$ cat src/neptuno_pkg.sv
// NeptUNO board shell definitions
// Bank count, ROM word and joystick widths, and the ROM word union
// shared by the download path and the memory controller

package neptuno_pkg;

    localparam int NBANKS   = 2;        // Game read banks
    localparam int DATAW    = 16;       // ROM word width
    localparam int JOYW     = 8;        // One decoded joystick
    localparam int JOY_BITS = 2 * JOYW; // Serial bits per scan frame

    // ROM word, written per byte and read whole
    // bytes[0] is the even download address, bytes[1] the odd one
    typedef union packed {
        logic [DATAW-1:0]         word;
        logic [DATAW/8-1:0][7:0]  bytes;
    } rom_word_u;

endpackage

$ cat src/neptuno_joy_scan.sv
// DB9 joystick scanner
// Drives the load and clock pins of the external shift register and
// reads both joysticks back serially, MSB of joystick 1 first.
// Pins are active low; the decoded joysticks are active high.

`timescale 1ns/1ps

module neptuno_joy_scan #(
    parameter int JOY_DIV = 4
) (
    input  logic                          sample,
    input  logic                          rst,
    input  logic                          joy_data,
    output logic                          joy_load,
    output logic                          joy_clk,
    output logic [neptuno_pkg::JOYW-1:0]  joy1,
    output logic [neptuno_pkg::JOYW-1:0]  joy2
);

    localparam int LAST_STEP = 2 * neptuno_pkg::JOY_BITS;  // Half periods per frame, minus one
    localparam int STEPW     = $clog2(LAST_STEP + 1);
    localparam int CNTW      = $clog2(JOY_DIV + 1);

    logic [CNTW-1:0]                   cnt;
    logic                              tick;
    logic [STEPW-1:0]                  step;
    logic [STEPW-1:0]                  next_step;
    logic                              done;
    logic [neptuno_pkg::JOY_BITS-1:0]  shreg;

    assign tick      = cnt == CNTW'(JOY_DIV - 1);
    assign next_step = (step == STEPW'(LAST_STEP)) ? '0 : step + 1'b1;

    // Step 0 is the load pulse, odd steps clock low, even steps clock high
    always_ff @(posedge sample) begin
        if (rst) begin
            cnt      <= '0;
            step     <= STEPW'(LAST_STEP);
            joy_load <= 1'b1;
            joy_clk  <= 1'b1;
            done     <= 1'b0;
            joy1     <= '0;
            joy2     <= '0;
        end else begin
            cnt  <= tick ? '0 : cnt + 1'b1;
            done <= tick && next_step == STEPW'(LAST_STEP);
            if (tick) begin
                step     <= next_step;
                joy_load <= next_step != '0;
                joy_clk  <= !next_step[0];
            end
            if (done) begin
                joy1 <= ~shreg[neptuno_pkg::JOY_BITS-1 -: neptuno_pkg::JOYW];
                joy2 <= ~shreg[neptuno_pkg::JOYW-1:0];
            end
        end
    end

    // Sample on the rising clock edge, before the register moves on
    always_ff @(posedge sample) begin
        if (tick && !next_step[0] && next_step != '0)
            shreg <= {shreg[neptuno_pkg::JOY_BITS-2:0], joy_data};
    end

endmodule

$ cat config.mk
export PLATFORM = sky130hd
export DESIGN_NAME = neptuno_joy_scan
export DESIGN_NICKNAME = d
export VERILOG_FILES = /design/src/neptuno_pkg.sv /design/src/neptuno_joy_scan.sv
export SDC_FILE = /design/constraint.sdc
export NUM_CORES = 1
export LEC_CHECK = 0
export ABC_AREA = 1
export BUFFER_PORTS_ARGS = -buffer_cell sky130_fd_sc_hd__clkbuf_2
export CAP_MARGIN = 20
export CORE_ASPECT_RATIO = 0.6
export CORE_MARGIN = 1.5
export CORE_UTILIZATION = 30
export CTS_CLUSTER_SIZE = 12
export DETAILED_ROUTE_END_ITERATION = 16
export HOLD_SLACK_MARGIN = 0.15
export REMOVE_ABC_BUFFERS = 1
export SETUP_SLACK_MARGIN = 0.4
export SLEW_MARGIN = 20
export SYNTH_ARGS = -nofsm -noshare
export SYNTH_HDL_FRONTEND = slang
export SYNTH_SLANG_ARGS = --single-unit
$ cat constraint.sdc
create_clock -name sample -period 2.2 [get_ports sample]
set_input_delay 0.22 -clock sample [delete_from_list [all_inputs] [get_ports sample]]
set_output_delay 0.22 -clock sample [all_outputs]
set_load 0.05 [all_outputs]
; Yosys cells after proc, flatten, opt, wreduce, memory -nomap -nowiden
; Cells that the tools add are included.
; Widths: inputs -> output; s select.
[op_classes]
n_addsub = 2
magnitude_cmp = 0
n_reduce_logical = 6
n_bitwise = 2
eq_ne = 3
div_mod_pow = 0
n_shift = 0
multipliers = 0
muxes = 1
[ops]
columns = operator, count
row1 = $not 8->8, 2
row2 = $eq 6x6->1 const B, 2
row3 = $add 6x1->6 const B, 1
row4 = $mux 6, 1
row5 = $reduce_bool 6->1, 1
row6 = $add 3x1->3 const B, 1
row7 = $eq 3x2->1 const B, 1
row8 = $logic_and 1x1->1, 3
row9 = $reduce_or 2->1, 1
row10 = $logic_not 1->1, 1
[word_totals]
latch_bits = 0
inputBits = 3
mem_bits_rw = 0
regBits = 44
n_memories = 0
romBits = 0
word_cells = 22

; Longest topological paths before layout
[logic_depth]
ltp_word = 5
ltp_mapped = 9

; Worst setup path after synthesis
; OpenSTA, ideal clock, no wires.
[synth_timing]
path_kind = register to register
startpoint = register step[0]
endpoint = register shreg[0] (netlist bit), enable pin
required_ns = 1.806
arrival_time_ns = 1.747
slack_ns = 0.059
setup_time_ns = 0.394
synth_period_minus_slack_ns = 2.141
path_stages_with_launch = 8
n_path_buf = 0
cell_sequence = dfxtp_1 -> inv_1 -> ha_1 -> nand4_2 -> nand2_1 -> nand2_1 -> nor2_2 -> a21oi_1
[synth_between]
elab_chain_len = 5
elab_cells_between_ends = 7
cone_classes = 1 x add/sub / 1 x eq/ne / 1 x mux / 4 x reduce/logical
[synth_lines]
columns = item, line_no
row1 = "start, declared", neptuno_joy_scan.sv:26  ; logic [STEPW-1:0] step;
row2 = "start signal, assigned", neptuno_joy_scan.sv:38  ; step <= STEPW'(LAST_STEP);
row3 = "start signal, assigned", neptuno_joy_scan.sv:48  ; step <= next_step;
row4 = $add 6x1->6 or $eq 6x6->1 (tied branches), neptuno_joy_scan.sv:32  ; assign next_step = (step == STEPW'(LAST_STEP)) ? '0 : step + 1'b1;
row5 = $mux 6 (*), neptuno_joy_scan.sv:32
row6 = branches (longest 2 deep; another with $reduce_bool 6->1), -
row7 = $logic_and 1x1->1 (*), neptuno_joy_scan.sv:61  ; if (tick && !next_step[0] && next_step != '0)
row8 = "end signal, assigned", neptuno_joy_scan.sv:62  ; shreg <= {shreg[neptuno_pkg::JOY_BITS-2:0], joy_data};
row9 = "end, declared", neptuno_joy_scan.sv:29  ; logic [neptuno_pkg::JOY_BITS-1:0] shreg;
; Mark *: on every way between the ends.
; A chain may end at the register's enable or synchronous reset.

; Final worst setup path
[layout_timing]
startpoint = register step[1]
endpoint = register shreg[0] (netlist bit), enable pin
[layout_between]
elab_chain_len = 5
elab_cells_between_ends = 7
cone_classes = 1 x add/sub / 1 x eq/ne / 1 x mux / 4 x reduce/logical
[layout_lines]
columns = item, line_no
row1 = branches (longest 1 deep; another with $add 6x1->6), -
row2 = $mux 6 (*), neptuno_joy_scan.sv:32
row3 = branches (longest 2 deep; another with $reduce_bool 6->1), -
row4 = $logic_and 1x1->1 (*), neptuno_joy_scan.sv:61
; Marks and branches as above.

==> metrics.md <==
| Metric | Value |
|---|---|
| Status | `completed` |
| # clock sinks | `44` |
| Slew Viols, Final | `0` |
| Critical Path RT | `2200 ps` |
| Least-Margin Pin Slew | `307.0 ps` |
| CTS tree | `done` |
| Mean Syn Cell Area | `10.94 um2` |
| Inserted Clock Buffers | `5` |
| Final setup violation count | `0` |
| WL met2 | `1025 um` |
| Core Box Area | `4755 um2` |
| First-pass GRT wire length | `4443 um` |
| Antenna cells | `0` |
| Synth cell types | `20` |
| Class of the worst hold path | `reg -> reg` |
| RSZ-0062 raised after global routing | `false` |
| Drt pass-1 iters | `6` |
| Power Density | `831.9 nW/um2` |
| Die H | `58.55 um` |
| GRT overflow | `0` |
| Synth Instances | `141` |
| P&R area growth vs syn | `22.38%` |
| Detailed-route via count | `1063` |
| DRC viols | `0` |
| Synth Register Bits | `44` |
| Placed instance count | `222` |
| CTS Buffer Depth | `2` |
| YS warnings | `0` |
| Top-count cell post-synth | `dfxtp_1` |
| Setup Crit Path Kind | `reg -> reg` |
| Clock skew | `9.974 ps` |
| Largest net degree at the start of global routing | `31` |
| Maxcap violations | `0` |
| Final period util | `0.7596` |
| Largest area contributor in the netlist | `dfxtp_1` |
| Peak supply drop | `0.3745 mV` |
| Area share of the largest cell type after synthesis | `0.3633` |
| Largest cells by area after synthesis | `dfxtp_1 36%, edfxtp_1 31%, a21oi_1 6.5%` |
| Drt via density | `4.562` |
| Chip Width | `95.58 um` |
| Synth cell count leaders | `28 x dfxtp_1, 20 x a21oi_1, 17 x nand2_1` |
| DR iter-0 viols | `54` |
| Starting density of the core | `0.3245` |
| Number of global-route vias before repair | `871` |
| Hold Violations, Final | `0` |
| H-tree Lvls | `2` |
| Wire per inst | `12.24 um` |
| Leakage | `0.7569 nW` |
| Post-synth EDFFs | `16` |
| Main synth FF type | `dfxtp_1` |
| Worst-path clk slew | `70 ps` |
| CP Launch Type | `flip-flop` |
| M1 wire length | `1606 um` |
| Post-route minimum period | `1671 ps` |
| Fin nets | `176` |
| Initial antenna violation count | `0` |
| Fillcell total | `489` |
| Post-synth ARST share | `0` |
| Final std cells w/o fill | `233` |
| Slew headroom | `0.7948` |
| # IOs | `21` |
| Fmax | `0.5984 GHz` |
| Post-synthesis sequential area ratio | `0.6748` |
| Post-route cell area | `1888 um2` |
| Die area | `5596 um2` |
| Final WL | `2852 um` |
| Crit. End Element | `flip-flop` |
| Area after DPL | `1724 um2` |
| Arrival time at the worst endpoint | `1670 ps` |
| GP Congestion | `0.8634` |
| Clk_lat worst skew | `290 ps` |
| Met3 Routed Length | `172 um` |
| GRT Resource Usage Total | `0.1091` |
| Synth Cell Area | `1543 um2` |
| CTS root buf | `clkbuf_8` |
| Setup TNS | `0 ps` |
| Multi-input combinational cell area | `457.9 um2` |
| Routed Antenna Nets | `0` |
| Hpwl dp | `1882 um` |
| CP Max Fanout | `8` |
| Share of layout cells above drive strength 1 | `0.2353` |
| FF+latch area | `1041 um2` |
| Site Rows | `19` |
| I/O Buffers | `20` |
| Top routing layer in use | `met4` |
-- metal layers --
metal / track usage / up-vias
met4: 0.04412 / 0
met3: 0.04780 / 5
met2: 0.1157 / 34
met1: 0.1769 / 477
met5: 0 / -
li1: - / 547
-- flip-flops by register name (all words and copies together), names as in the netlist --
| name | cells |
|---|---|
| done | 1 |
| shreg | 16 |
| joy_load | 1 |
| joy2 | 8 |
| joy_clk | 1 |
| cnt | 3 |
| step | 6 |
| joy1 | 8 |
-- cells in the final DEF (no fill, tap or decap), types with 5 or more instances in the layout --
cell type   n
inv_1      12
dfxtp_1    28
nand2_1    16
edfxtp_1   16
a21oi_1    19
o21ai_0    16
clkbuf_8    5
clkbuf_2   20
-- where the power goes --
group	switching [mW]	internal (mW)	leakage, nW	total [mW]
Combinational	0.0713	0.0333	0.331	0.105
Sequential	0.00959	0.859	0.371	0.869
Clock	0.261	0.337	0.0552	0.598
Total	0.342	1.23	0.757	1.57
-- worst paths after layout --
check / startpoint / endpoint / slack [ps] / depth (start not counted)
hold reg to reg: cnt[0] / cnt[0] / 420 / 1
hold / removal: cnt[0] / cnt[0] / 420 / 1
setup / recovery: step[1] / shreg[0] / 530 / 8
setup reg to reg: step[1] / shreg[0] / 530 / 8
-- worst max-delay path, cell delays in order, from the launching register on --
cell     delay [ps]
dfxtp_1         370
ha_1            210
nand2_2         100
o21ai_2         140
o21ai_2          90
nand2_1          80
inv_1            70
a21oi_4         160
buf_6           160
-- cell families after synthesis --
family | share of synthesized area
compound gates | 0.1444
fa+ha+maj | 0.03244
xor+xnor | 0.01136
flops | 0.6748
simple gates | 0.09489
buf+inv | 0.04217
-- stage by stage --
stage                 util  hold WS, ps  power [mW]  setup slack [ps]
finish              0.3971        424.3       1.571             528.9
CTS                 0.3895        428.1       1.585             450.3
floorplan                -        315.5      0.9568             58.73
detailed placement  0.3626        411.3      0.9813             466.1
global route        0.3971        442.1       1.647             396.0
global placement    0.3626        413.6      0.9807             486.8
-- layout make-up --
cell class                      count  share of cell area
Multi-Input combinational cell     80              0.2425
Timing Repair Buffer               26             0.08350
Clock inverter                      2             0.01856
Inverter                           12             0.02386
Sequential cell                    44              0.5514
Tap cell                           63             0.04175
Clock buffer                        6             0.03844
-- what timing repair did --
item	4_1_cts	5_1_grt
hold endpoints to repair	3	0
buffers inserted	0	0
hold buffers	2	0
resized for setup	0	9
endpoints found under the setup margin	0	16
Power figures use the tool's default switching activity.
