File: src/neptuno_pkg.sv
// NeptUNO board shell definitions
// Bank count, ROM word and joystick widths, and the ROM word union
// shared by the download path and the memory controller

package neptuno_pkg;

    localparam int NBANKS   = 2;        // Game read banks
    localparam int DATAW    = 16;       // ROM word width
    localparam int JOYW     = 8;        // One decoded joystick
    localparam int JOY_BITS = 2 * JOYW; // Serial bits per scan frame

    // ROM word, written per byte and read whole
    // bytes[0] is the even download address, bytes[1] the odd one
    typedef union packed {
        logic [DATAW-1:0]         word;
        logic [DATAW/8-1:0][7:0]  bytes;
    } rom_word_u;

endpackage

File: src/neptuno_rom_loader.sv
// ROM download packer
// Collects the byte stream from the I/O controller into 16-bit ROM
// words. An even byte waits for its odd partner; a lone even byte is
// flushed as a masked write when the next byte misses or the download ends.

`timescale 1ns/1ps

module neptuno_rom_loader #(
    parameter int ADDRW = 8
) (
    input  logic                     sample,
    input  logic                     rst,
    input  logic                     downloading,
    input  logic [ADDRW+1:0]         ioctl_addr,
    input  logic [7:0]               ioctl_data,
    input  logic                     ioctl_wr,
    output logic                     prog_we,
    output logic                     prog_ba,
    output logic [ADDRW-1:0]         prog_addr,
    output neptuno_pkg::rom_word_u   prog_data,
    output logic [1:0]               prog_mask
);

    logic             pend;        // Even byte waiting for its partner
    logic             pend_ba;
    logic [ADDRW-1:0] pend_addr;
    logic [7:0]       pend_byte;

    logic             wr_ba;
    logic [ADDRW-1:0] wr_addr;
    logic             wr_odd;
    logic             match;

    assign wr_ba   = ioctl_addr[ADDRW+1];
    assign wr_addr = ioctl_addr[ADDRW:1];
    assign wr_odd  = ioctl_addr[0];
    assign match   = pend && pend_ba == wr_ba && pend_addr == wr_addr;

    always_ff @(posedge sample) begin
        if (rst) begin
            prog_we <= 1'b0;
            pend    <= 1'b0;
        end else begin
            prog_we <= 1'b0;
            if (ioctl_wr) begin
                if (wr_odd) begin
                    prog_we <= 1'b1;
                    if (match)
                        pend <= 1'b0;
                end else begin
                    prog_we <= pend;   // Flush the older even byte
                    pend    <= 1'b1;
                end
            end else if (pend && !downloading) begin
                prog_we <= 1'b1;       // Download ended on an even byte
                pend    <= 1'b0;
            end
        end
    end

    always_ff @(posedge sample) begin
        if (ioctl_wr && wr_odd) begin
            prog_ba             <= wr_ba;
            prog_addr           <= wr_addr;
            prog_data.bytes[0]  <= pend_byte;
            prog_data.bytes[1]  <= ioctl_data;
            prog_mask           <= match ? 2'b00 : 2'b01;  // Lone odd byte writes high only
        end else if (ioctl_wr || !downloading) begin
            prog_ba             <= pend_ba;
            prog_addr           <= pend_addr;
            prog_data.bytes[0]  <= pend_byte;
            prog_data.bytes[1]  <= 8'h00;
            prog_mask           <= 2'b10;                  // Low byte only
        end
        if (ioctl_wr && !wr_odd) begin
            pend_ba   <= wr_ba;
            pend_addr <= wr_addr;
            pend_byte <= ioctl_data;
        end
    end

endmodule

File: config.mk
export PLATFORM = sky130hd
export DESIGN_NAME = neptuno_rom_loader
export DESIGN_NICKNAME = d
export VERILOG_FILES = /design/src/neptuno_pkg.sv /design/src/neptuno_rom_loader.sv
export SDC_FILE = /design/constraint.sdc
export NUM_CORES = 1
export LEC_CHECK = 0
export BUFFER_PORTS_ARGS = -buffer_cell sky130_fd_sc_hd__buf_2
export CAP_MARGIN = 10
export CORE_ASPECT_RATIO = 0.7
export CORE_MARGIN = 2
export CORE_UTILIZATION = 30
export CTS_BUF_LIST = sky130_fd_sc_hd__clkbuf_4 sky130_fd_sc_hd__clkbuf_8
export DETAILED_ROUTE_END_ITERATION = 16
export PLACE_DENSITY_LB_ADDON = 0.08
export SETUP_SLACK_MARGIN = 0.15
export SLEW_MARGIN = 0
export SYNTH_ARGS = -nofsm -noshare
export SYNTH_HDL_FRONTEND = slang
export SYNTH_SLANG_ARGS = --single-unit
File: constraint.sdc
create_clock -name sample -period 1.7 [get_ports sample]
set_input_delay 0.34 -clock sample [delete_from_list [all_inputs] [get_ports sample]]
set_output_delay 0.34 -clock sample [all_outputs]
set_load 0.02 [all_outputs]
; Word level (Yosys, flattened, before mapping)
; Cells that the tools add are included.
[word_totals]
reg_bits = 46
in_bits = 22
out_inout_bits = 28
wordCells = 39
[op_classes]
eq_ne = 3
muxes = 16
reduce_logical = 11
[op_table]
columns = operator, n
row1 = 2-to-1 mux 16 bit, 2
row2 = 2-to-1 mux 8 bit, 2
row3 = 2-to-1 mux 1 bit, 10
row4 = == test 8 bit, 1
row5 = logical AND 1 bit, 5
row6 = 2-to-1 mux 2 bit, 2
row7 = nonzero test 2 bit, 2
row8 = != test 3 x 2 -> 1 bit (second input constant), 1
row9 = logical NOT 1 bit, 2
row10 = AND reduction 2 bit, 1
row11 = == test 1 bit, 1
row12 = logical OR 1 bit, 1

; Longest topological paths before layout
; Gate-level depths: netlist (run 1).
[logic_depth]
depth_word = 6
depth_mapped = 4
depth_no_buf = 4

; Least setup slack after synthesis (run 1)
; OpenSTA, ideal clock, no wires.
[synth_path]
path_type = input to register
startpoint = input ioctl_addr[0]
endpoint = register pend_addr[0], enable pin
setup_time_ns = 0.394
arrival_time_ns = 1.330
slack_ns = -0.024
path_stages = 2
n_path_buf = 1
path_cell_list = clkbuf_1 > nor2b_1
[synth_between]
elab_chain_len = 2
[synth_rtl]
columns = item, line_no
row1 = start: declaration, neptuno_rom_loader.sv:14  ; input logic [ADDRW+1:0] ioctl_addr,
row2 = logical NOT 1 bit, neptuno_rom_loader.sv:75  ; if (ioctl_wr && !wr_odd) begin
row3 = logical AND 1 bit, neptuno_rom_loader.sv:75
row4 = end signal: assignment, neptuno_rom_loader.sv:77  ; pend_addr <= wr_addr;
row5 = end: declaration, neptuno_rom_loader.sv:26  ; logic [ADDRW-1:0] pend_addr;
; No other way between the ends.
; A chain may end at the register's enable or synchronous reset.

; Worst setup path in the final report (run 1)
[layout_path]
startpoint = register pend_addr[1]
endpoint = register pend
[layout_between]
elab_chain_len = 4
[layout_rtl]
columns = item, line_no
row1 = == test 8 bit, neptuno_rom_loader.sv:37  ; assign match = pend && pend_ba == wr_ba && pend_addr == wr_addr;
row2 = logical AND 1 bit, neptuno_rom_loader.sv:37
row3 = != test 3 x 2 -> 1 bit (no line), -
row4 = AND reduction 2 bit (no line), -
row5 = end signal: assignment, neptuno_rom_loader.sv:42  ; pend <= 1'b0;
row6 = end signal: assignment, neptuno_rom_loader.sv:49  ; pend <= 1'b0;
row7 = end signal: assignment, neptuno_rom_loader.sv:52  ; pend <= 1'b1;
row8 = end: declaration, neptuno_rom_loader.sv:24  ; logic pend;
; No other way between the ends.

==> results of run 1 <==
==> cells by family after synthesis <==
family | Yosys count
flops | 46
simple gates | 17
xor+xnor | 9
mux | 9
compound gates | 4
buf+inv | 4
==> cells in the final DEF, fill, tap and decap left out, drive strengths merged <==
cell / Yosys / routed
buf: 1 / 54
edfxtp: 44 / 44
mux2: 9 / 9
xnor2: 9 / 9
and3: 8 / 8
clkbuf: 2 / 6
a21oi: 3 / 3
nand2: 2 / 2
nor3: 2 / 2
nand4: 2 / 2
dfxtp: 2 / 2
nor2b: 2 / 2
inv: 1 / 1
o311ai: 1 / 1
nor2: 1 / 1
clkinvlp: 0 / 1
bufinv: 0 / 1
==> power breakdown <==
part | switching (uW) | internal, uW | total, uW
Clock | 373 | 455 | 828
Combinational | 169 | 107 | 276
Sequential | 31.3 | 1340 | 1370
Total | 574 | 1900 | 2480
==> per-stage QoR <==
step / power (uW) / utilization
after floorplan: 1560 / -
after global placement: 1680 / 0.384
after detailed placement: 1680 / 0.384
after CTS: 2510 / 0.405
after global routing: 2590 / 0.405
final: 2480 / 0.405
==> cell usage after synthesis <==
master and number:
and3_1 8, nor2_1 1, dfxtp_1 2, nor2b_1 2, a21oi_1 3, buf_4 1
inv_1 1, mux2_1 1, xnor2_2 1, nand4_1 2, xnor2_1 8, nand2_1 2
nor3_1 2, mux2_2 8, o311ai_1 1, clkbuf_1 2, edfxtp_1 44
==> registers in the layout (all words and copies together) (netlist names) <==
signal,cells
prog_data,16
pend_addr,8
pend_byte,8
prog_addr,8
prog_mask,2
pend,1
pend_ba,1
prog_ba,1
prog_we,1
==> per-layer routing <==
metal | share of wire | vias to the layer above | track usage
met5 | 0 | - | 0
met4 | 0.013 | 0 | 0.0489
met3 | 0.066 | 6 | 0.0385
met2 | 0.42 | 35 | 0.164
met1 | 0.50 | 453 | 0.169
li1 | - | 452 | -
==> path summary, 6_finish.rpt <==
| check | endpoint | slack (ps) |
|---|---|---|
| max | pend$_SDFFE_PP0P_ | 370 |
| min | pend$_SDFFE_PP0P_ | 220 |
| max reg2reg | pend$_SDFFE_PP0P_ | 370 |
| min reg2reg | prog_data[0]$_DFFE_PP_ | 420 |
==> cell type report <==
type	count	area, um2	share of cell area
clock inverter	2	37.5	0.0174
tap	72	90.1	0.0417
multi-input combinational	39	310	0.144
inverter	1	3.75	0.00174
sequential	46	1360	0.630
timing repair buffer	54	283	0.131
clock buffer	6	76.3	0.0353
==> impl_metrics.ini, run 1 <==
[yosys]
synth_top_family_by_area = multiplexers
synth_top_cell_by_area = edfxtp_1
syn-cell-area_mm2 = 0.00169
synth-xor-area-share = 0.0511
synth_compound_area_frac = 0.0141
synth_top_area_frac = 0.783
synth_simple_gate_area_frac = 0.0571
synth_area_leaders = edfxtp_1, mux2_2, xnor2_1
ys_ff_latch = 46
syn_inst = 89
synth_area_per_cell_um2 = 19.0
yosysWarnings = 0
yosysUniqueCellTypes = 17
synth_fa_ha_area_frac = 0
syn_nets = 111
synth-seq-area-share = 0.807
synthMuxAreaShare = 0.0600

[timing]
fmax_mhz = 750
timing.hold.ws_ps = 215
fin_ws_ps = 367
rsz0062_at_grt = false
finalSetupViolCount = 0
slew_viol_final = 0
finalHoldViolCount = 0
slew_headroom = 0.828
fin_skew_ps = 8.35
setup_tns_ps = 0
min_period_ps = 1330
worst_pin_slew_ps = 253
min_period_over_period = 0.784

[cts]
numCtsBuffers = 5
post_cts_resized = 0
path_clk_slew_ps = 90
clk_latency_ps = 300
max-clock-path-buffers = 2
cts_num_sinks = 46
post_cts_buffers = 0
clockRootBuffer = clkbuf_8
cts_hold_buf = 0
h-tree-depth = 2
cts_tree = done

[worst_setup_path]
worstSetupPathType = flip-flop to flip-flop
worst_path_max_delay_cell = edfxtp_1
crit_path_start = pend_addr[1]$_DFFE_PP_
r2r_start = pend_addr[1]$_DFFE_PP_
crit_buf_inv = 0
cpLargestDelayFamily = flip-flops
path_max_fanout = 2
cpPeakStageDelay_ps = 430
cp.depth = 4
arrival_ps = 1510
crit_chain = xnor2_1, nand4_1, o311ai_1, a21oi_1
r2r_cells = 4
required_ps = 1880
endpoint_kind = flip-flop
critPathLaunchType = flip-flop

[hold_path]
hold_start = rst
hp-class = input pin to flip-flop
hold_depth = 2

[drt]
dr.pass1.iters = 4
ant_nets = 0
drc = 0
routed_via_density = 4.30
drt_iter0_drc = 47
wl_per_cell_um = 14.8
num_vias = 946
wl_mm = 3.26

[place]
gp_congestion = 0.666
pre_cts_slack_ps = 281
placed_area_mm2 = 0.00205
port-buffer-count = 49
dpl.hpwl_mm = 2.30
dp_cells = 212

[run_status]
status = finished, final reports clean

[global_routing]
grt_pass1_wl_mm = 5.30
grt_usage = 0.118
grt_overflow = 0
grt_pass1_vias = 1008
grt_start_max_net_pins = 18
antenna_found_initial = 0

[power]
p_leak_uw = 0.000859
power.density_mw_per_mm2 = 1150
ir_worst_vdd_uv = 319

[finish]
final_cell_area_mm2 = 0.00216
layout-drive-gt1-share = 0.486
num-fill-cells = 535
n_antenna_cell = 0
area_growth_pct = 28.1
fin_nets = 169
finalNonFillerCells = 220

[floorplan]
start_util = 0.316
ioPinCount = 50
row_count = 22
fp.dieW_um = 93.7
die_h_um = 66.8
dieArea_mm2 = 0.00625
coreArea_mm2 = 0.00534

[flow_run]
drv_cap = 0
Note: power is estimated with default switching activity, not from simulation.
==> inputs of run 2 (changes only) <==
clock period = 1.3 ns   (was 1.7 ns; I/O delays follow)
==> run 2 against run 1 <==
Effect of this change: final cell count grew 1.4%; clock power grew 7.4%; hold slack lost 84 ps; clock skew shrank 2.6 ps; maximum frequency grew 5.4%; critical endpoint unchanged; critical path type unchanged; final area grew 5.3%; first-iteration DRC count shrank 6.4%; sequential power grew 31%.
==> impl_metrics.ini, run 2 (synthesized netlist as in run 1, its figures left out) <==
[drt]
drc = 0
num_vias = 963
wl_per_cell_um = 13.5
ant_nets = 0
routed_via_density = 4.32
drt_iter0_drc = 44
wl_mm = 3.01
dr.pass1.iters = 4

[finish]
n_antenna_cell = 0
num-fill-cells = 522
finalNonFillerCells = 223
fin_nets = 172
layout_common_cells = buf_2, edfxtp_1, mux2_2, and3_1, xnor2_1
largest_reg_flops = 16
layout-drive-gt1-share = 0.530
layout_commonest_cell = buf_2
area_growth_pct = 34.8

[timing]
fin_ws_ps = 35.0
slew_headroom = 0.858
slew_viol_final = 0
setup_tns_ps = 0
worst_pin_slew_ps = 213
finalSetupViolCount = 0
min_period_ps = 1270
min_period_over_period = 0.973
fin_skew_ps = 5.72
finalHoldViolCount = 0
rsz0062_at_grt = true
timing.hold.ws_ps = 131
fmax_mhz = 791

[floorplan]
dieArea_mm2 = 0.00625
start_util = 0.316
die_h_um = 66.8
ioPinCount = 50
row_count = 22
fp.dieW_um = 93.7
coreArea_mm2 = 0.00534

[global_routing]
grt_overflow = 0
grt_usage = 0.103
grt_pass1_wl_mm = 4.65
antenna_found_initial = 0
grt_pass1_vias = 934
grt_start_max_net_pins = 17

[cts]
cts_tree = done
clockRootBuffer = clkbuf_8
max-clock-path-buffers = 2
path_clk_slew_ps = 90
cts_hold_buf = 0
h-tree-depth = 2
cts_num_sinks = 46
numCtsBuffers = 5
clk_latency_ps = 290

[flow_run]
drv_cap = 0

[worst_setup_path]
arrival_ps = 1450
required_ps = 1480
worstSetupPathType = flip-flop to flip-flop
endpoint_kind = flip-flop
critPathLaunchType = flip-flop
path_max_fanout = 2

[place]
dp_cells = 215
dpl.hpwl_mm = 2.18
port-buffer-count = 49
gp_congestion = 0.625
pre_cts_slack_ps = 42.6

[power]
ir_worst_vdd_uv = 493
power.density_mw_per_mm2 = 1360
p_leak_uw = 0.000903

[run_status]
status = finished, final reports clean

[hold_path]
hp-class = input pin to flip-flop
==> run 2: cell types whose count changed in the layout (fill, tap and decap cells not counted), sizes merged <==
| cell | previous run | this run |
|---|---|---|
| clkbuf | 6 | 5 |
| bufinv | 1 | 0 |
| buf | 54 | 57 |
| clkinv | 0 | 1 |
| clkinvlp | 1 | 2 |
==> run 2: cell type report <==
class                      instances  area (um2)  share of cell area
clock inverter                     3        25.0              0.0110
sequential                        46        1360               0.598
clock buffer                       5        68.8              0.0302
inverter                           1        7.51             0.00330
multi-input combinational         39         343               0.151
tap                               72        90.1              0.0396
timing repair buffer              57         380               0.167
==> run 2: metrics by stage <==
step,utilization,instance area (um2),power (uW)
2_1_floorplan,-,1710,2040
3_3_place_gp,0.403,2150,2230
3_5_place_dp,0.403,2150,2230
6_report,0.426,2280,3090
4_1_cts,0.420,2240,3130
5_1_grt,0.426,2280,3240
==> run 2: worst paths after layout <==
check | startpoint | to | slack [ps] | cells after the start
max | pend_ba$_DFFE_PP_ | pend$_SDFFE_PP0P_ | 30 | 4
max reg2reg | pend_ba$_DFFE_PP_ | pend$_SDFFE_PP0P_ | 30 | 4
min | rst | pend$_SDFFE_PP0P_ | 130 | 2
min reg2reg | pend_byte[5]$_DFFE_PP_ | prog_data[5]$_DFFE_PP_ | 420 | 0
==> run 2: critical path: stages, from the launching register on <==
cell and delay (ps):
edfxtp_1 420, xnor2_1 210, nand4_1 180, o311ai_2 250
a21oi_1 90
==> run 2: report_power, final <==
group          internal (uW)  switching [uW]
Sequential              1760            35.4
Combinational            178             232
Clock                    388             501
Total                   2320             768
==> run 2: routing by layer <==
metal  vias to the layer above  global-route usage  wire (um)
met1                       461               0.147       1530
met5                         -                   0          0
li1                        464                   -          -
met3                         5              0.0373        192
met2                        33               0.143       1250
met4                         0              0.0380         37
==> run 2: repair_timing <==
item	CTS	global route
setup endpoints to repair	2	4
pin swaps	4	2
buffers inserted	0	0
gates resized for setup	0	7
