<file path="src/neptuno_sigma_delta.sv">
// First-order sigma-delta DAC
// The signed sample becomes offset binary and is added to an accumulator
// each cycle; the registered carry is the one-bit audio output.

`timescale 1ns/1ps

module neptuno_sigma_delta #(
    parameter int SNDW = 16
) (
    input  logic                   sample,
    input  logic                   rst,
    input  logic signed [SNDW-1:0] snd,
    output logic                   dout
);

    logic [SNDW-1:0] level;
    logic [SNDW-1:0] acc;
    logic [SNDW:0]   sum;

    assign level = {~snd[SNDW-1], snd[SNDW-2:0]};   // Offset binary
    assign sum   = {1'b0, acc} + {1'b0, level};

    always_ff @(posedge sample) begin
        if (rst) begin
            acc  <= '0;
            dout <= 1'b0;
        end else begin
            acc  <= sum[SNDW-1:0];
            dout <= sum[SNDW];       // Pulse density follows the level
        end
    end

endmodule

</file>
<file path="config.mk">
export PLATFORM = sky130hd
export DESIGN_NAME = neptuno_sigma_delta
export DESIGN_NICKNAME = d
export VERILOG_FILES = /design/src/neptuno_sigma_delta.sv
export SDC_FILE = /design/constraint.sdc
export NUM_CORES = 1
export LEC_CHECK = 0
export BUFFER_PORTS_ARGS = -buffer_cell sky130_fd_sc_hd__buf_2
export CORE_MARGIN = 3
export CORE_UTILIZATION = 45
export DETAILED_ROUTE_END_ITERATION = 6
export GPL_TIMING_DRIVEN = 0
export PLACE_DENSITY = 0.64
export SYNTH_ARGS = -nofsm -noshare
export SYNTH_HDL_FRONTEND = slang
export SYNTH_SLANG_ARGS = --single-unit
</file>
<file path="constraint.sdc">
create_clock -name sample -period 2.6 [get_ports sample]
set_clock_uncertainty 0.15 [all_clocks]
set_input_delay 0.26 -clock sample [delete_from_list [all_inputs] [get_ports sample]]
set_output_delay 0.26 -clock sample [all_outputs]
set_load 0.05 [all_outputs]
</file>
After elaboration in Yosys (flattened, before gate mapping):

Cells that the tools add are included.

* bitwise logic cells: 1
* $add $sub $neg: 1

Operators with widths (number)
* 16-bit by 16-bit adder with 17-bit output: 1
* 1-bit NOT: 1

* register bits after elaboration: 17
* input bits: 18

Depth between registers and ports, before layout:

Gate-level depths: netlist (run 1).

* depth after elaboration: 2
* mapped depth: 7

Worst setup path before layout (run 1):

No wires, ideal clock.

* path kind: register to register
* from: reg acc[0]
* to: reg acc[14]
* library setup time: 121 ps
* required time: 2329 ps
* stages on the path, launching flop included: 8
* setup slack: 356 ps
* arrival: 1973 ps
* cell sequence: dfxtp_1 > ha_1 > fa_1 > a21o_1 > a311oi_1 > a2bb2oi_2 > o21ai_1 > mux2_4

* word-level cells in the longest chain between the ends: 1

RTL lines
* from (decl): line 17 `logic [SNDW-1:0] acc;`
* from (signal assigned): line 28 `acc <= sum[SNDW-1:0];`
* 16-bit by 16-bit adder with 17-bit output: line 21 `assign sum = {1'b0, acc} + {1'b0, level};`

No other way between the ends.
A chain may end at the register's enable or synchronous reset.

Worst setup path after layout (run 1):

Ends and elaborated chain as after synthesis.

==> summary.md, run 1 <==
| Metric | Value |
|---|---|
| Crit-path cells | `ha_1, fa_1, a21o_1, a311oi_1, a2bb2oi_2, o21ai_1, mux2_4` |
| Combinational power share | `between 60% and 70%` |
| Met1 usage | `25.9%` |
| Synth warn | `0` |
| Hold Crit Class | `input pin to register` |
| Final hold violations | `0` |
| CTS resizes | `0` |
| Initial antenna violation count | `0` |
| # hold bufs at CTS | `0` |
| Area growth syn-to-layout | `12.5%` |
| Worst hold path cell count | `3` |
| Slew headroom | `68.6%` |
| HPWL Detailed | `2180 um` |
| Maximum vdd drop | `a little over 700 uV` |
| Boundary Pins | `19` |
| CP startpoint kind | `register` |
| Util after Layout | `55.6%` |
| Internal power | `between 0.8 and 0.9 mW` |
| Setup repair bufs after CTS | `0` |
| Diode count | `0` |
| Crit path required time | `2.65 ns` |
| Lkg Pwr | `between 0.6 and 0.7 nW` |
| Hold Crit Start | `snd[0]` |
| Final setup vio count | `0` |
| Vias | `~1200` |
| Worst Hold Endpoint | `acc[0]$_SDFF_PP0_` |
| CTS Buf Count | `3` |
| CTS tree | `done` |
| Post-synthesis cell type count | `40` |
| Avg Cell Area, Syn | `approximately 8.4 sq um` |
| Clock transition at the registers of the reported paths | `roughly 0.11 ns` |
| Initial Util | `49.4%` |
| RSZ-0062 raised after global routing | `false` |
| DRC violations left | `0` |
| Die width | `just under 60 um` |
| Most common cell in the netlist | `dfxtp_1` |
| Crit path buf inv count | `0` |
| Final Slew Violations | `0` |
| Final worst setup slack | `roughly 0.18 ns` |
| IO buf count | `18` |
| Clk buf depth | `2` |
| Nets | `208` |
| H-tree levels | `1` |
| Critical Path AT | `2.46 ns` |
| Sequential fraction of the synthesis area | `around 27%` |
| Sw Ratio | `between 40% and 50%` |
| Worst r2r src | `acc[0]$_SDFF_PP0_` |
| R2r endpoint | `acc[14]$_SDFF_PP0_` |
| Reg2Reg Setup Slack | `about 0.18 ns` |
| Slowest cell on the critical path | `fa_1` |
| Commonest register cell after synthesis | `dfxtp_1` |
| Share of layout cells above drive strength 1 | `roughly 16%` |
| Routed len/inst | `approximately 13 um` |
| Post-route ant nets | `0` |
| Commonest cells post-synth | `dfxtp_1, ha_1, nor2_1, a21oi_1, nand2_1` |
| Post-Route WL | `2720 um` |
| Switch Pwr | `0.623 mW` |
| GPL Wtd Cong | `about 0.9` |
| CP Max Fanout | `4` |
| Max incr delay on CP | `~0.40 ns` |
| Area fraction of the dominant cell type after synthesis | `a little over a quarter` |
| Setup TNS | `0 ns` |
| GR Util All Layers | `about a fifth` |
| Async set-reset flop share out of synthesis | `0%` |
| Fmax | `0.414 GHz` |
| Cell family with most CP delay | `compound AO/OA/AOI/OAI gates` |
| CP Class | `register to register` |
| Period utilisation layout | `~93%` |
| Number of global-route vias before repair | `approximately 1200` |
| Global-route wire length before repair | `around 5000 um` |
| Seq pwr share | `27.5%` |
| Final total power | `between 1 and 1.5 mW` |
| Endpoint class of the critical path | `register` |
| Post-synth EDFFs | `0` |
| Synth area leaders | `dfxtp_1, ha_1, a21oi_1, nor2_1, a21o_1` |
| Reg2reg path depth | `7` |
| Die area | `between 3000 and 4000 sq um` |
| Largest net degree at the start of global routing | `11` |
| Clk Latency, worst-skew pair | `~0.30 ns` |
| Max_cap viols | `0` |
| Root buf cell | `clkbuf_4` |
| Core footprint | `between 2000 and 3000 sq um` |
| Leading area contributor after synthesis | `dfxtp_1` |
| Pre-CTS setup slack | `between 0.1 and 0.15 ns` |
| Final Critical Period | `around 2.4 ns` |
| WHS | `about 0.13 ns` |
| Clock share of power | `a little over a tenth` |
| Met2 GRT Util | `between 20% and 30%` |
| Top Usage Layer GRT | `met2` |
| Placement Rows | `18` |
| Gate Count Post-Synth | `150` |
| Clk sinks | `17` |
| Met3 Use GR | `under 10%` |
| Congestion Overflow GR | `0` |
| Outcome | `completed` |
| DIE HEIGHT | `59.1 um` |
| Initial DRC count | `26` |
| Vias/cell | `just under 6` |
| #FFs+latches synth | `17` |
| PwrDens | `roughly 1000 nW/um^2` |
| Worst slew pin tran | `between 0.4 and 0.5 ns` |
| First-pass DRT Iterations | `4` |
| Post-Syn Area | `about 1300 sq um` |
| Post-synth net total | `about 190` |
## layout by cell type (no fill, tap or decap), drive strengths merged, types with 4 or more instances in the layout
cell type  count
nor2          15
a21o           7
clkbuf         8
o21ai          4
inv            4
nor2b          5
nor3           7
ha            16
nand3          7
dfxtp         17
a21oi         14
nand2         10
a211oi         4
buf           19
mux2           4
## metal layers
metal  part of all wire [%]  wire length [um]
met1                     50              1350
met2                     45              1230
met3                    3.6                98
met4                    1.4                38
met5                      0                 0
## through the flow
step | std cells | instance area (sq um)
4_1_cts | 202 | 1420
5_1_grt | 202 | 1430
2_1_floorplan | 150 | 1270
6_report | 202 | 1430
3_3_place_gp | 198 | 1400
3_5_place_dp | 198 | 1400
## cells by family (layout without fill, tap and decap cells)
family	count (synthesis)	in the layout	synth area share, %
AOI/OAI and AO/OA	43	43	23.5
xor gates and xnor gates	4	4	2.76
adders and majority gates	17	17	17.4
buffers and inverters	10	32	3.55
DFF	17	17	26.9
muxes	4	4	3.85
and+or+nand+nor	55	55	22.1
## how the worst max path moves through the flow
| stage | startpoint | to | cells after the start |
|---|---|---|---|
| after floorplan | acc[0]$_SDFF_PP0_ | acc[14]$_SDFF_PP0_ | 7 |
| after global placement | snd[0] | acc[14]$_SDFF_PP0_ | 8 |
| after detailed placement | snd[0] | acc[14]$_SDFF_PP0_ | 8 |
| after CTS | acc[0]$_SDFF_PP0_ | acc[14]$_SDFF_PP0_ | 7 |
| after global routing | acc[0]$_SDFF_PP0_ | acc[14]$_SDFF_PP0_ | 7 |
| final | acc[0]$_SDFF_PP0_ | acc[14]$_SDFF_PP0_ | 7 |
## final cells by class
type	instances	area, sq um
Tap cell	30	37.5
Inverter	4	15.0
Fill cell	262	1140
Buffer	6	30.0
Timing Repair Buffer	18	90.1
Sequential cell	17	340
Clock inverter	1	5.00
Multi-Input combinational cell	123	886
Clock buffer	3	22.5
## flip-flops by register name, summed over array words and instances (netlist names)
register	flops
dout	1
acc	16
## worst register-to-register path, cell delays in order (launching register included)
cell and delay [ns]:
dfxtp_1 0.32, ha_1 0.20, fa_1 0.40, a21o_1 0.25
a311oi_1 0.33, a2bb2oi_2 0.26, o21ai_1 0.11, mux2_4 0.30
## power by group through the flow
| stage | sequential, mW | clock [mW] | combinational [mW] |
|---|---|---|---|
| floorplan | 0.411 | 0 | 0.701 |
| global placement | 0.397 | 0 | 0.858 |
| detailed placement | 0.402 | 0 | 0.881 |
| CTS | 0.396 | 0.155 | 0.886 |
| global route | 0.404 | 0.170 | 1.03 |
| finish | 0.395 | 0.152 | 0.889 |
No activity file was read; power rests on OpenSTA's default activity.
==> inputs of run 2 (changes only) <==
--- a/config.mk
+++ b/config.mk
@@ -6,11 +6,13 @@
 export NUM_CORES = 1
 export LEC_CHECK = 0
 export BUFFER_PORTS_ARGS = -buffer_cell sky130_fd_sc_hd__buf_2
+export CELL_PAD_IN_SITES_DETAIL_PLACEMENT = 1
+export CELL_PAD_IN_SITES_GLOBAL_PLACEMENT = 2
 export CORE_MARGIN = 3
-export CORE_UTILIZATION = 45
+export CORE_UTILIZATION = 33
 export DETAILED_ROUTE_END_ITERATION = 6
 export GPL_TIMING_DRIVEN = 0
-export PLACE_DENSITY = 0.64
+export PLACE_DENSITY = 0.76
 export SYNTH_ARGS = -nofsm -noshare
 export SYNTH_HDL_FRONTEND = slang
 export SYNTH_SLANG_ARGS = --single-unit
==> run 2 against run 1 <==
Non-clock buffer count stayed put. Die area is 32% higher. First-iteration DRC count is 12% lower. Sequential share of layout area is 0.61 points lower. Register-to-register slack worse by 0.03 ns. Combinational power is 2% higher. Largest cell class unchanged. Largest power group unchanged. Highest routed layer unchanged.
==> summary.md, run 2 (synthesis gave the netlist of run 1 again) <==
| Metric | Value |
|---|---|
| Routed len/inst | `14.4 um (+6.9%)` |
| Root buf cell | `clkbuf_8` |
| Setup repair bufs after CTS | `0 (unchanged)` |
| Post-route ant nets | `0 (unchanged)` |
| Fmax | `0.408 GHz (-1.3%)` |
| Final Slew Violations | `0 (unchanged)` |
| Placement Rows | `21 (+3)` |
| Switch Pwr | `0.641 mW (+3.0%)` |
| Seq pwr share | `26.2% (-1.3 points)` |
| Crit path required time | `2.60 ns (-0.05 ns)` |
| Share of layout cells above drive strength 1 | `15.7% (-0.58 points)` |
| Biggest regs | `acc (16), dout (1)` |
| Sw Ratio | `42.5% (-0.86 points)` |
| Critical Path AT | `2.45 ns (about the same)` |
| Slew headroom | `63.9% (-4.6 points)` |
| Fillers | `442 (+69%)` |
| HPWL Detailed | `2540 um (+17%)` |
| Die width | `68.0 um (+15%)` |
| Biggest register | `acc` |
| CP startpoint kind | `register` |
| RSZ-0062 raised after global routing | `false` |
| CTS Buf Count | `3 (unchanged)` |
| Post-Route WL | `3140 um (+15%)` |
| CP Class | `register to register` |
| Reg2reg path depth | `7 (unchanged)` |
| Post-route insts no fill | `218 (+7.9%)` |
| PwrDens | `1030 nW/um^2 (+2.4%)` |
| Setup TNS | `0 ns (unchanged)` |
| First-pass DRT Iterations | `4 (unchanged)` |
| Die area | `4620 sq um (+32%)` |
| Final Critical Period | `2.45 ns (+0.0324 ns)` |
| Initial Util | `36.0% (-13 points)` |
| Worst r2r src | `acc[0]$_SDFF_PP0_` |
| R2r endpoint | `acc[14]$_SDFF_PP0_` |
| Worst hold path cell count | `3 (unchanged)` |
| Number of global-route vias before repair | `1223 (+5.4%)` |
| GPL Wtd Cong | `0.762 (-14%)` |
| Clk sinks | `17 (unchanged)` |
| Diode count | `0 (unchanged)` |
| H-tree levels | `1 (unchanged)` |
| Largest net degree at the start of global routing | `11 (unchanged)` |
| Hold Crit Start | `snd[0]` |
| Lkg Pwr | `0.686 nW (+0.74%)` |
| Final setup vio count | `0 (unchanged)` |
| Global-route wire length before repair | `5500 um (+8.7%)` |
| Reg2Reg Setup Slack | `0.15 ns (-0.03 ns)` |
| Most frequent cells in the layout | `buf_2, dfxtp_1, ha_1, nor2_1, a21oi_1` |
| Internal power | `0.867 mW (+6.7%)` |
| CTS tree | `done` |
| Area growth syn-to-layout | `15.5%` |
| CP Max Fanout | `4 (unchanged)` |
| Final hold violations | `0 (unchanged)` |
| Core footprint | `3520 sq um (+37%)` |
| Max_cap viols | `0 (unchanged)` |
| Clk buf depth | `2 (unchanged)` |
| Vias/cell | `5.49 (-5.4%)` |
| DIE HEIGHT | `68.0 um (+15%)` |
| Nets | `208 (unchanged)` |
| DRC violations left | `0 (unchanged)` |
| GR Util All Layers | `15.4% (-3.3 points)` |
| Combinational power share | `60.2% (-1.7 points)` |
| Final worst setup slack | `0.151 ns (-0.0324 ns)` |
| Clock transition at the registers of the reported paths | `0.07 ns (-0.04 ns)` |
| Clock share of power | `13.6% (+3.0 points)` |
| Pre-CTS setup slack | `0.0725 ns (-0.0395 ns)` |
| WHS | `0.189 ns (+0.0597 ns)` |
| Most common cell after layout, fill and taps aside | `buf_2` |
| Initial DRC count | `23 (-12%)` |
| Congestion Overflow GR | `0 (unchanged)` |
| Initial antenna violation count | `0 (unchanged)` |
| Boundary Pins | `19 (unchanged)` |
| Worst slew pin tran | `0.541 ns (+0.0695 ns)` |
| IO buf count | `18 (unchanged)` |
| Max reg flops | `16 (unchanged)` |
| Maximum vdd drop | `451 uV (-37%)` |
| Worst Hold Endpoint | `acc[0]$_SDFF_PP0_` |
| Vias | `1196 (+2.0%)` |
| Endpoint class of the critical path | `register` |
| Placed cells | `214 (+8.1%)` |
| Period utilisation layout | `94.2% (+1.2 points)` |
| Hold Crit Class | `input pin to register` |
| Util after Layout | `41.6% (-14 points)` |
| Outcome | `completed` |
| Clk Latency, worst-skew pair | `0.26 ns (-0.04 ns)` |
==> run 2: cell count changes in the layout (fill, tap and decap cells not counted) <==
cell / previous run / this run
clkbuf_4: 3 / 0
clkinv_2: 1 / 0
clkbuf_8: 0 / 3
clkbuf_1: 5 / 6
==> run 2: through the flow <==
step	cell area (sq um)	total power, mW
floorplan	1270	1.11
global placement	1420	1.27
detailed placement	1420	1.31
CTS	1460	1.53
global route	1460	1.67
finish	1460	1.51
==> run 2: worst max-delay path: stages (launching register included) <==
cell	delay (ns)
dfxtp_1	0.30
ha_1	0.20
fa_1	0.42
a21o_1	0.26
a311oi_1	0.35
a2bb2oi_2	0.25
o21ai_1	0.11
mux2_4	0.30
==> run 2: worst max path at each step <==
stage                                  from            endpoint  slack (ns)  cells after the start
after global placement               snd[0]  acc[14]$_SDFF_PP0_        0.08                      8
after floorplan           acc[0]$_SDFF_PP0_  acc[14]$_SDFF_PP0_        0.36                      7
final                     acc[0]$_SDFF_PP0_  acc[14]$_SDFF_PP0_        0.15                      7
after detailed placement             snd[0]  acc[14]$_SDFF_PP0_        0.07                      8
after CTS                 acc[0]$_SDFF_PP0_  acc[14]$_SDFF_PP0_        0.14                      7
after global routing      acc[0]$_SDFF_PP0_  acc[14]$_SDFF_PP0_       0.001                      7
==> run 2: final cells by class <==
class | instances | area (sq um) | share of cell area [%]
multi-input cells | 123 | 886 | 60.5
flip-flops and latches | 17 | 340 | 23.2
repair buffers | 18 | 90.1 | 6.15
well taps | 46 | 57.6 | 3.93
clock buffers | 4 | 45.0 | 3.08
plain buffers | 6 | 30.0 | 2.05
inverters | 4 | 15.0 | 1.03
==> run 2: routing by layer <==
layer  global-route usage [%]  wire, um  vias to the layer above
li1                         -         -                      600
met1                     19.4      1420                      569
met2                     26.8      1570                       22
met3                     3.45       124                        5
met4                     2.98        23                        0
met5                        0         0                        -
==> run 2: power groups by stage <==
stage                     registers [mW]  clock network [mW]  logic, mW
after detailed placement           0.404                   0      0.905
after global placement             0.396                   0      0.878
final                              0.395               0.205      0.907
after floorplan                    0.411                   0      0.701
after global routing               0.404               0.228       1.04
after CTS                          0.397               0.218      0.910
==> run 2: what timing repair did <==
| action | 4_1_cts | 5_1_grt |
|---|---|---|
| resized for setup | 0 | 1 |
| hold buffers | 0 | 0 |
| setup endpoints to repair | 0 | 1 |
